**src/scrypt_cfg_pkg.sv**
```systemverilog
// Scrypt configuration package
// Sizes of the Salsa words, the 1024-bit block, the scratchpad and the byte-wide shift path
package scrypt_cfg_pkg;

	// Salsa20/8 word and half-block geometry
	localparam int WORD_BITS   = 32;   // One Salsa word
	localparam int HALF_WORDS  = 16;   // Words in X0 or X1
	localparam int BLOCK_WORDS = 2 * HALF_WORDS;   // Words in the full X block
	localparam int BLOCK_BITS  = BLOCK_WORDS * WORD_BITS;   // 1024 bits for r = 1

	// Host shift path is one byte wide
	localparam int SHIFT_BITS = 8;

	// ROMix scratchpad, N = 1024 entries of one full block each
	localparam int SCRATCH_DEPTH = 1024;
	localparam int ADDR_BITS     = $clog2(SCRATCH_DEPTH);   // 10 address bits
	localparam int BANKS         = 4;   // Block RAM tops out at 256 bits wide
	localparam int BANK_BITS     = BLOCK_BITS / BANKS;

	// Salsa20/8 runs four column/row double rounds
	localparam int DOUBLE_ROUNDS = 4;

	typedef logic [WORD_BITS-1:0] word_t;

	// Word 0 sits in the low bits, matching the little-endian word layout of scrypt
	typedef word_t [HALF_WORDS-1:0] salsa_half_t;

	// X1 is the upper half of the block, X0 the lower
	typedef struct packed {
		salsa_half_t x1;
		salsa_half_t x0;
	} block_t;

	typedef logic [BANK_BITS-1:0] bank_data_t;   // One bank's quarter of a block

	typedef logic [ADDR_BITS-1:0] scratch_addr_t;

endpackage

```
**src/romix_ctl_pkg.sv**
```systemverilog
// ROMix control package
// Sequencer states, BlockMix operation codes and the scratchpad request shared by all banks
package romix_ctl_pkg;

	// Idle waits for start, write fills V[0..N-1], mix runs the N dependent reads
	typedef enum logic [1:0] {
		idle  = 2'd0,
		write = 2'd1,
		mix   = 2'd2
	} romix_state_t;

	// Plain mixes X as it stands, xor_ram folds the scratchpad block in first
	typedef enum logic {
		plain   = 1'b0,
		xor_ram = 1'b1
	} mix_op_t;

	// One address and write enable drive all four banks in parallel
	typedef struct packed {
		scrypt_cfg_pkg::scratch_addr_t addr;   // Write index in the write pass, j in the mix pass
		logic                          wren;
	} bank_req_t;

endpackage

```
**src/romix_ctl.sv**
```systemverilog
// ROMix sequencer
// Fills the scratchpad in the write pass, then runs the N dependent reads of the mix pass
`timescale 1ns/1ps

module romix_ctl (
	input  logic                          hash_clk,
	input  logic                          fsmreset,
	input  logic                          start,
	input  logic                          mix_done,
	input  scrypt_cfg_pkg::scratch_addr_t j_index,
	output romix_ctl_pkg::bank_req_t      bank_req,
	output logic                          mix_go,
	output romix_ctl_pkg::mix_op_t        mix_op,
	output logic                          load_x,
	output logic                          busy,
	output logic                          result
);

	romix_ctl_pkg::romix_state_t   state;
	scrypt_cfg_pkg::scratch_addr_t iter;   // Write index, then mix pass count

	logic armed;     // Read address for V[j] went out last cycle
	logic waiting;   // BlockMix in flight
	logic last;

	assign last = (iter == scrypt_cfg_pkg::ADDR_BITS'(scrypt_cfg_pkg::SCRATCH_DEPTH - 1));

	always_ff @(posedge hash_clk)
	begin
		if (fsmreset)
		begin
			state   <= romix_ctl_pkg::idle;
			iter    <= '0;
			armed   <= 1'b0;
			waiting <= 1'b0;
			busy    <= 1'b0;
			result  <= 1'b0;
		end
		else
		begin
			result <= 1'b0;   // Result only ever pulses for one cycle
			case (state)
				romix_ctl_pkg::idle:
				begin
					if (start)
					begin
						state   <= romix_ctl_pkg::write;   // X is loaded on this same edge
						iter    <= '0;
						armed   <= 1'b0;
						waiting <= 1'b0;
						busy    <= 1'b1;
					end
				end
				romix_ctl_pkg::write:
				begin
					if (!waiting)
						waiting <= 1'b1;   // V[i] written and BlockMix started together
					else if (mix_done)
					begin
						waiting <= 1'b0;
						iter    <= iter + 1'b1;   // Wraps to zero for the mix pass
						if (last)
							state <= romix_ctl_pkg::mix;
					end
				end
				romix_ctl_pkg::mix:
				begin
					if (waiting)
					begin
						if (mix_done)
						begin
							waiting <= 1'b0;
							iter    <= iter + 1'b1;   // Wraps back to zero after the last pass
							if (last)
							begin
								state  <= romix_ctl_pkg::idle;
								busy   <= 1'b0;
								result <= 1'b1;   // Mixer X is final from the next cycle on
							end
						end
					end
					else if (armed)
					begin
						armed   <= 1'b0;
						waiting <= 1'b1;
					end
					else
						armed <= 1'b1;   // j_index from the previous mix is on the address bus
				end
				default:
					state <= romix_ctl_pkg::idle;
			endcase
		end
	end

	// Start is only taken in idle, a start while busy has no effect
	assign load_x = (state == romix_ctl_pkg::idle) && start;

	assign mix_go = !waiting && ((state == romix_ctl_pkg::write) ||
		(state == romix_ctl_pkg::mix && armed));
	assign mix_op = (state == romix_ctl_pkg::mix) ? romix_ctl_pkg::xor_ram : romix_ctl_pkg::plain;

	assign bank_req.addr = (state == romix_ctl_pkg::write) ? iter : j_index;
	assign bank_req.wren = (state == romix_ctl_pkg::write) && !waiting;

endmodule

```
**config.mk**
```make
export PLATFORM = sky130hd
export DESIGN_NAME = romix_ctl
export DESIGN_NICKNAME = d
export VERILOG_FILES = /design/src/scrypt_cfg_pkg.sv /design/src/romix_ctl_pkg.sv /design/src/romix_ctl.sv
export SDC_FILE = /design/constraint.sdc
export NUM_CORES = 1
export LEC_CHECK = 0
export CELL_PAD_IN_SITES_DETAIL_PLACEMENT = 0
export CELL_PAD_IN_SITES_GLOBAL_PLACEMENT = 1
export CORE_MARGIN = 1
export CORE_UTILIZATION = 40
export DETAILED_ROUTE_END_ITERATION = 10
export DONT_BUFFER_PORTS = 1
export GPL_ROUTABILITY_DRIVEN = 0
export PLACE_DENSITY = 0.74
export SYNTH_ARGS = -nofsm -noshare
export SYNTH_HDL_FRONTEND = slang
export SYNTH_SLANG_ARGS = --single-unit
```
**constraint.sdc**
```tcl
create_clock -name hash_clk -period 1.7 [get_ports hash_clk]
set_input_delay 0.34 -clock hash_clk [delete_from_list [all_inputs] [get_ports hash_clk]]
set_output_delay 0.34 -clock hash_clk [all_outputs]
set_load 0.03 [all_outputs]
```
==> results_dict.tcl, run 1 <==
set metrics [dict create \
    finalCriticalPeriod_ns 1.76 \
    synth_top_area_share_pct 31.4 \
    failed_checks "setup timing" \
    fin_ws_ns -0.0570 \
    first_iter_violations 16 \
    hp-class "input port to register" \
    grt_start_max_net_pins 13 \
    grt.total_usage_pct 17.4 \
    power_mw 1.50 \
    fill_cells 213 \
    yosysTopAreaCell "dfxtp_1" \
    postCtsHoldBufs 0 \
    finalSetupTns_ns -0.494 \
    clk_path_buf_depth 2 \
    place_area_um2 1140 \
    wl_per_cell_um 13.6 \
    port_buffers 0 \
    final_area_um2 1290 \
    clock-skew-final_ns 0.00251 \
    synth-edff-count 0 \
    clk_pin_slew_ns 0.09 \
    hold_viol 0 \
    critPathMaxFanout 5 \
    die_height_um 52.5 \
    irDropWorstVdd_mv 0.616 \
    core-area_um2 2300 \
    nets 148 \
    syn_area_per_cell_um2 8.93 \
    vias 826 \
    crit_path_end_kind "primary output" \
    cp-start-kind "register" \
    tightestPinTransition_ns 0.343 \
    drv_slew 0 \
    row_count 17 \
    setup_violations 11 \
    grt_pass1_wl_mm 3.47 \
    start_util_pct 44.3 \
    die_area_um2 2750 \
    h-tree-depth 1 \
    clkLatencyLatePin_ns 0.29 \
    cts_root_buf "clkbuf_4" \
    grt_pass1_vias 791 \
    dr.pass1.iters 4 \
    drive_gt1_share_pct 36.7 \
    crit_arrival_ns 1.42 \
    overflow 0 \
    area_growth_pct 26.4 \
    synth-seq-cells 16 \
    synth_area_um2 1020 \
    synthFlopType "dfxtp_1" \
    fin_util_pct 56.0 \
    ys_warn_count 0 \
    clock_sinks 16 \
    p_leak_nw 0.529 \
    critPathSlowestCell "mux2_4" \
    drc 0 \
    p_per_area_nw_per_um2 1170 \
    fmax_mhz 569 \
    drv_cap 0 \
    fp.dieW_um 52.5 \
    dp_cells 151 \
    postRouteAntennaNets 0 \
    yosysMostFrequentCell "nor2_1" \
    syn_nets 133 \
    required_ns 1.36 \
    min_period_over_period_pct 103 \
    antenna_found_initial 0 \
    path_class "register to primary output" \
    seq_area_frac_synth_pct 31.4 \
    drt-total-wl_mm 2.12 \
    ios 30 \
    cts_tree "done" \
    run_status "finished with violations" \
    numCtsBuffers 3 \
    ys_async_sr_fraction_pct 0 \
    dp_hpwl_mm 1.56 \
    layout.cells.non_filler 156 \
    diodes 0 \
    maxSlewHeadroom_pct 77.1 \
    cpMostUsedCell "buf_6" \
    cp_slowest_stage_delay_ns 0.35 \
    crit_chain "buf_6 -> ha_4 -> buf_6 -> mux2_4" \
    pre_cts_ws_ns 0.0475 \
    synth_cells 114 \
    avgViaCountPerCell 5.29 \
    yosysUniqueCellTypes 33 \
    rsz0062_at_grt "yes" \
    synth_top_cells_by_count "nor2_1 (19), dfxtp_1 (16), mux2_2 (11)" \
    ys_top_cells_by_area "dfxtp_1 (31%), mux2_2 (12%), nor2_1 (7.0%)" \
    whs_ns 0.104 \
]
-- critical path, delay by kind of cell (launching register included) --
family	cells	cell delay, ns
muxes	1	0.35
DFF	1	0.34
adders and majority gates	1	0.18
buffers and inverters	2	0.26
-- cells in the final DEF (no fill, tap or decap), types with 2 or more instances in the layout --
cell | netlist | final
nor2_1 | 19 | 18
dfxtp_1 | 16 | 15
mux2_4 | 0 | 10
xor2_1 | 8 | 8
buf_6 | 0 | 7
buf_4 | 1 | 7
nand2_1 | 5 | 5
nand4_1 | 5 | 5
a21oi_1 | 6 | 5
nand2b_1 | 3 | 3
mux2i_1 | 3 | 3
ha_1 | 5 | 3
clkbuf_4 | 0 | 3
inv_1 | 4 | 2
inv_2 | 0 | 2
and2_1 | 2 | 2
nand3_1 | 2 | 2
or2_2 | 2 | 2
nor3_1 | 2 | 2
ha_4 | 0 | 2
-- sequential cells by signal, summed over array words and instances (netlist names) --
| register | flops |
|---|---|
| busy | 1 |
| result | 1 |
| iter | 10 |
| state | 2 |
| waiting | 1 |
| armed | 1 |
-- cells by family after synthesis --
kind of cell | count (synthesis) | synth area share [%]
multiplexers | 14 | 15.1
buffers and inverters | 8 | 3.32
AO/OA/AOI/OAI | 14 | 10.4
adder cells (fa/ha/maj) | 5 | 6.14
XOR/XNOR | 8 | 6.88
AND/OR/NAND/NOR | 49 | 26.7
flip-flops | 16 | 31.4
-- metal layers --
metal  GRT usage [%]  share of wire (%)
met2            27.4                 45
met4            4.82               0.57
met3            6.38                4.3
met5               0                  0
met1            22.2                 50
-- final timing paths --
kind / startpoint / to / slack, ns / depth (start not counted)
worst min-delay path: fsmreset / state[0]$_SDFFE_PP0P_ / 0.10 / 1
worst max register to register: state[0]$_SDFFE_PP0P_ / iter[0]$_SDFFE_PP0P_ / 0.04 / 8
worst min register to register: iter[1]$_SDFFE_PP0P_ / iter[1]$_SDFFE_PP0P_ / 0.51 / 2
worst max-delay path: state[0]$_SDFFE_PP0P_ / bank_req[5] / -0.06 / 4
-- report_power, final --
part           internal, mW  switching [mW]  total [mW]
clock                 0.131           0.121       0.252
combinational         0.386           0.441       0.828
sequential            0.396          0.0291       0.425
-- repair_timing --
action,CTS,global route
setup buffers,1,0
cloned,0,0
resized for setup,22,4
endpoints found under the setup margin,12,22
pin swaps,1,0
-- cell type report --
class                      instances  area, um^2  area share [%]
multi-input combinational         90         748            58.1
sequential                        16         322            25.0
timing repair buffer              14         131            10.2
clock buffer                       4        36.3            2.82
tap                               28        35.0            2.72
inverter                           4        15.0            1.17
(Power assumes the default switching activity.)
==> run 2: changes to the inputs <==
--- a/config.mk
+++ b/config.mk
@@ -10,4 +10,5 @@
 export CORE_MARGIN = 1
 export CORE_UTILIZATION = 40
+export CTS_CLUSTER_DIAMETER = 50
 export DETAILED_ROUTE_END_ITERATION = 10
 export DONT_BUFFER_PORTS = 1
==> constraint.sdc (replaced) <==
create_clock -name hash_clk -period 1.7 [get_ports hash_clk]
set_input_delay 0.34 -clock hash_clk [delete_from_list [all_inputs] [get_ports hash_clk]]
set_output_delay 0.34 -clock hash_clk [all_outputs]
set_load 0.1 [all_outputs]
==> run 2 against run 1 <==
Effect of this change: highest routed layer unchanged; hold slack worse by 0.011 ns; sequential power hardly changed; worst setup slack worse by 0.074 ns; largest cell class unchanged; critical endpoint is now mix_go; clock skew rose by 0.0053 ns; the run still ends with setup timing left.
==> results_dict.tcl, run 2 (synthesis gave the netlist of run 1 again) <==
set metrics [dict create \
    tightestPinTransition_ns 0.366 \
    grt_start_max_net_pins 13 \
    hp-class "input port to register" \
    diodes 0 \
    largest_register_ffs 10 \
    fill_cells 184 \
    layout.cells.non_filler 164 \
    cp_slowest_stage_delay_ns 0.35 \
    fin_util_pct 64.0 \
    cp.depth 7 \
    path_class "register to primary output" \
    ios 30 \
    failed_checks "setup timing" \
    antenna_found_initial 0 \
    drv_slew 0 \
    cts_tree "done" \
    critPathMaxFanout 10 \
    power_mw 2.16 \
    clock-skew-final_ns 0.00784 \
    clk_pin_slew_ns 0.11 \
    die_height_um 52.5 \
    clk_path_buf_depth 2 \
    avgViaCountPerCell 5.34 \
    dp_hpwl_mm 1.62 \
    cts_root_buf "clkbuf_4" \
    p_leak_nw 0.600 \
    die_area_um2 2750 \
    layout_common_cells "nor2_1 (16), dfxtp_1 (14), buf_4 (11)" \
    place_area_um2 1330 \
    critPathSlowestCell "dfxtp_2" \
    hold_viol 0 \
    irDropWorstVdd_mv 1.02 \
    drt-total-wl_mm 2.26 \
    fmax_mhz 546 \
    final_common_cell "nor2_1" \
    drive_gt1_share_pct 44.9 \
    nets 156 \
    maxSlewHeadroom_pct 75.5 \
    rrSetupSlack_ns 0.01 \
    critPathTopFamily "buffers and inverters" \
    grt.total_usage_pct 18.3 \
    dr.pass1.iters 4 \
    cp-start-kind "register" \
    numCtsBuffers 3 \
    finalCriticalPeriod_ns 1.83 \
    crit_path_end_kind "primary output" \
    overflow 0 \
    top_register "iter" \
    crit_arrival_ns 1.49 \
    core-area_um2 2300 \
    area_growth_pct 44.3 \
    wl_per_cell_um 13.8 \
    final_area_um2 1470 \
    largest_registers "iter: 10 flops, state: 2 flops" \
    p_per_area_nw_per_um2 1470 \
    port_buffers 0 \
    run_status "finished with violations" \
    setup_violations 12 \
    hold_path_depth 1 \
    dp_cells 157 \
    start_util_pct 44.3 \
    fin_ws_ns -0.131 \
    row_count 17 \
    h-tree-depth 1 \
    first_iter_violations 11 \
    clkLatencyLatePin_ns 0.29 \
    drc 0 \
    cpMostUsedCell "buf_12" \
    postCtsHoldBufs 0 \
    vias 875 \
    grt_pass1_wl_mm 3.68 \
    rsz0062_at_grt "yes" \
    min_period_over_period_pct 108 \
    r2r_cells 9 \
    crit_chain "inv_2 -> ha_4 -> buf_12 -> buf_12 -> a21oi_4 -> nor2_4 -> buf_12" \
    postRouteAntennaNets 0 \
    grt_pass1_vias 857 \
    drv_cap 0 \
    fp.dieW_um 52.5 \
    required_ns 1.36 \
    clock_sinks 16 \
    path_buf_inv 4 \
]
run 2: worst register-to-register path, stage by stage (launching register included):
cell      delay, ns
dfxtp_2        0.35
inv_2          0.05
buf_4          0.14
ha_4           0.24
a21boi_2       0.16
nor3_2         0.14
buf_6          0.16
nand2_1        0.06
mux2_2         0.26
nor2_2         0.07
run 2: timing repair:
action | 4_1_cts | 5_1_grt
pin swaps | 1 | 0
buffers inserted | 3 | 0
gates resized for setup | 16 | 3
setup endpoints to repair | 14 | 24
run 2: final timing paths:
kind / startpoint / to
setup / recovery: state[1]$_SDFFE_PP0P_ / mix_go
hold / removal: fsmreset / iter[0]$_SDFFE_PP0P_
setup reg to reg: state[1]$_SDFFE_PP0P_ / iter[0]$_SDFFE_PP0P_
hold reg to reg: iter[1]$_SDFFE_PP0P_ / iter[1]$_SDFFE_PP0P_
run 2: routing by layer:
metal	GRT usage (%)	wire length, um	up-vias
met4	9.21	33	0
met5	0	0	-
li1	-	-	443
met3	3.19	95	4
met2	29.5	1080	21
met1	23.1	1050	407
run 2: area by class of cell:
class,instances,area (um^2),share of cell area (%)
Inverter,4,15.0,1.02
Tap cell,28,35.0,2.38
Clock buffer,4,36.3,2.47
Timing Repair Buffer,22,280,19.1
Multi-Input combinational cell,90,778,52.9
Sequential cell,16,325,22.1
run 2: power breakdown:
group | internal, mW | switching [mW] | leakage [nW]
logic | 0.557 | 0.912 | 0.449
clock network | 0.130 | 0.136 | 0.0210
registers | 0.399 | 0.0262 | 0.131
total | 1.09 | 1.07 | 0.600
run 2: through the flow:
step | hold slack [ns] | setup WS (ns) | setup TNS, ns
2_1_floorplan | 0.467 | -0.140 | -0.211
3_3_place_gp | 0.406 | -0.0208 | -0.0208
3_5_place_dp | 0.413 | -0.0327 | -0.0327
4_1_cts | 0.0877 | -0.140 | -1.30
5_1_grt | 0.0736 | -0.188 | -2.16
6_report | 0.0923 | -0.131 | -1.17
==> run 3: changes to the inputs <==
ABC_AREA = 1   (was not set)
CORE_UTILIZATION = 38   (was 40)
PLACE_DENSITY = 0.76   (was 0.74)
==> run 3 against run 2 <==
Effect of this change: the flow still finishes with violations (setup timing); synthesized cell count is 47% higher; fmax is 2.6% higher; global-route usage is 2.3 points higher; clock-buffer cell count stayed put; first-iteration DRC count grew to 2.9 times the previous value; wire length is 37% higher; critical path type unchanged; largest power group unchanged.
==> results_dict.tcl, run 3 <==
set metrics [dict create \
    p_per_area_nw_per_um2 1660 \
    ios 30 \
    run_status "finished with violations" \
    min_to "iter[1]$_SDFFE_PP0P_" \
    drt-total-wl_mm 3.10 \
    seqPwrFrac_pct 14.9 \
    clock-skew-final_ns 0.00691 \
    start_util_pct 41.7 \
    numCtsBuffers 3 \
    drc 0 \
    area_growth_pct 74.3 \
    avgViaCountPerCell 5.04 \
    finalSetupTns_ns -0.858 \
    clock_sinks 16 \
    clk_path_buf_depth 2 \
    crit_path_end_kind "primary output" \
    ys_top_cells_by_area "dfxtp_1 (30%), nand2_1 (18%), inv_1 (8.3%)" \
    synth_area_um2 1080 \
    drive_gt1_share_pct 44.5 \
    postCtsHoldBufs 0 \
    nets 220 \
    clk_pin_slew_ns 0.10 \
    p_sw_mw 1.71 \
    crit_arrival_ns 1.44 \
    top_register "iter" \
    vias 1159 \
    cts_root_buf "clkbuf_4" \
    synth-edff-count 0 \
    critical_path.startpoint "state[1]$_SDFFE_PP0P_" \
    drv_cap 0 \
    finalCriticalPeriod_ns 1.78 \
    yosysUniqueCellTypes 26 \
    fill_cells 196 \
    failed_checks "setup timing" \
    synth_top_cells_by_count "nand2_1 (51), inv_1 (24), dfxtp_1 (16)" \
    maxSlewHeadroom_pct 77.3 \
    wl_per_cell_um 13.5 \
    largest_register_ffs 10 \
    core-area_um2 2590 \
    overflow 0 \
    ys_async_sr_fraction_pct 0 \
    path_class "register to primary output" \
    synth_top_area_share_pct 29.6 \
    postRouteAntennaNets 0 \
    layout_common_cells "nand2_1 (32), inv_1 (20), dfxtp_1 (14), buf_4 (14), buf_12 (13)" \
    drv_slew 0 \
    rrSetupSlack_ns 0.05 \
    h-tree-depth 1 \
    fin_ws_ns -0.0850 \
    r2r_cells 9 \
    row_count 18 \
    dp_hpwl_mm 2.18 \
    required_ns 1.36 \
    yosysTopAreaCell "dfxtp_1" \
    yosysMostFrequentCell "nand2_1" \
    setup_violations 13 \
    fp.dieW_um 55.3 \
    critPathMaxFanout 5 \
    hp-start "fsmreset" \
    min_period_over_period_pct 105 \
    die_height_um 55.3 \
    ys_warn_count 0 \
    syn_area_per_cell_um2 6.43 \
    largest_registers "iter: 10 flops, state: 2 flops" \
    rr_endpoint "iter[6]$_SDFFE_PP0P_" \
    synthFlopType "dfxtp_1" \
    grt_pass1_wl_mm 4.99 \
    r2r_start "state[0]$_SDFFE_PP0P_" \
    synth_cells 168 \
    power_frac_comb_pct 76.5 \
    whs_ns 0.0919 \
    p_leak_nw 0.771 \
    hold_viol 0 \
    cp-start-kind "register" \
    grt.total_usage_pct 20.6 \
    clock_power_share_pct 8.5 \
    cts_tree "done" \
    intPower_mw 1.41 \
    grt_pass1_vias 1100 \
    dr.pass1.iters 4 \
    die_area_um2 3060 \
    irDropWorstVdd_mv 1.94 \
    diodes 0 \
    syn_nets 187 \
    fmax_mhz 560 \
    final_common_cell "nand2_1" \
    antenna_found_initial 0 \
    clkLatencyLatePin_ns 0.30 \
    port_buffers 0 \
    hold_path_depth 1 \
    tightestPinTransition_ns 0.340 \
    hp-class "input port to register" \
    rsz0062_at_grt "yes" \
    grt_start_max_net_pins 10 \
    synth-seq-cells 16 \
    seq_area_frac_synth_pct 29.6 \
    first_iter_violations 32 \
    p_sw_share_pct 54.7 \
]
[run 3: cell types whose count changed in the layout (fill, tap and decap cells not counted), moves of 6 or more]
| cell | before | now |
|---|---|---|
| nand2_1 | 4 | 32 |
| inv_1 | 1 | 20 |
| mux2_4 | 10 | 0 |
| nand2_2 | 0 | 9 |
| o21ai_4 | 0 | 8 |
| a21oi_1 | 5 | 12 |
| xor2_1 | 8 | 1 |
| nand2_4 | 1 | 7 |
| nor2_1 | 16 | 10 |
[run 3: worst max-delay path, cell delays in order, from the launching register on]
cell and delay, ns:
dfxtp_2 0.34, inv_2 0.08, ha_4 0.18, buf_12 0.13, clkinv_8 0.07, o21ai_4 0.15
buf_12 0.19
[run 3: final cells by class]
type	count	area (um^2)	share of cell area (%)
tap	30	37.5	1.99
clock buffer	4	36.3	1.93
inverter	27	124	6.57
sequential	16	325	17.3
timing repair inverter	2	32.5	1.73
multi-input combinational	122	941	49.9
timing repair buffer	29	388	20.6
[run 3: logic make-up (layout without fill, tap and decap cells)]
logic type      count (synthesis)  in the layout  synth area share (%)
compound gates                 29             29                  15.2
xor+xnor                        1              1                 0.810
fa+ha+maj                       5              5                  5.79
simple gates                   87             87                  38.1
flops                          16             16                  29.6
buf+inv                        30             62                  10.5
[run 3: repair_timing]
| item | in CTS | in global routing |
|---|---|---|
| gates resized for setup | 22 | 23 |
| cloned | 2 | 0 |
| setup endpoints to repair | 13 | 18 |
| setup buffers | 5 | 7 |
| pin swaps | 1 | 6 |
[run 3: power groups by stage]
stage               registers, mW  logic [mW]  clock network [mW]
floorplan                   0.522        1.39                   0
global placement            0.459        1.90                   0
detailed placement          0.463        1.93                   0
CTS                         0.464        2.17               0.278
global route                0.471        2.50               0.289
finish                      0.466        2.39               0.266
[run 3: through the flow]
stage	area (um^2)	power [mW]	setup WS [ns]	std cells	util (%)
floorplan	1270	1.91	-0.205	168	-
global placement	1540	2.36	0.117	212	59.4
detailed placement	1540	2.39	0.0540	212	59.4
CTS	1730	2.91	-0.106	223	66.8
global route	1880	3.26	-0.142	230	72.8
finish	1880	3.12	-0.0850	230	72.8
[run 3: worst max-delay path by stage]
stage,end,slack [ns],depth (start not counted)
after floorplan,mix_go,-0.20,5
after global placement,bank_req[4],0.12,6
after detailed placement,iter[6]$_SDFFE_PP0P_,0.05,9
after CTS,bank_req[1],-0.11,6
after global routing,bank_req[1],-0.14,6
final,bank_req[1],-0.08,6
[run 3: per-layer routing]
layer / share of wire (%) / vias up / track usage [%]
met5: 0 / - / 0
met4: 1.0 / 0 / 4.64
met3: 5.3 / 6 / 5.39
met2: 50 / 33 / 36.3
met1: 44 / 515 / 24.8
li1: - / 605 / -
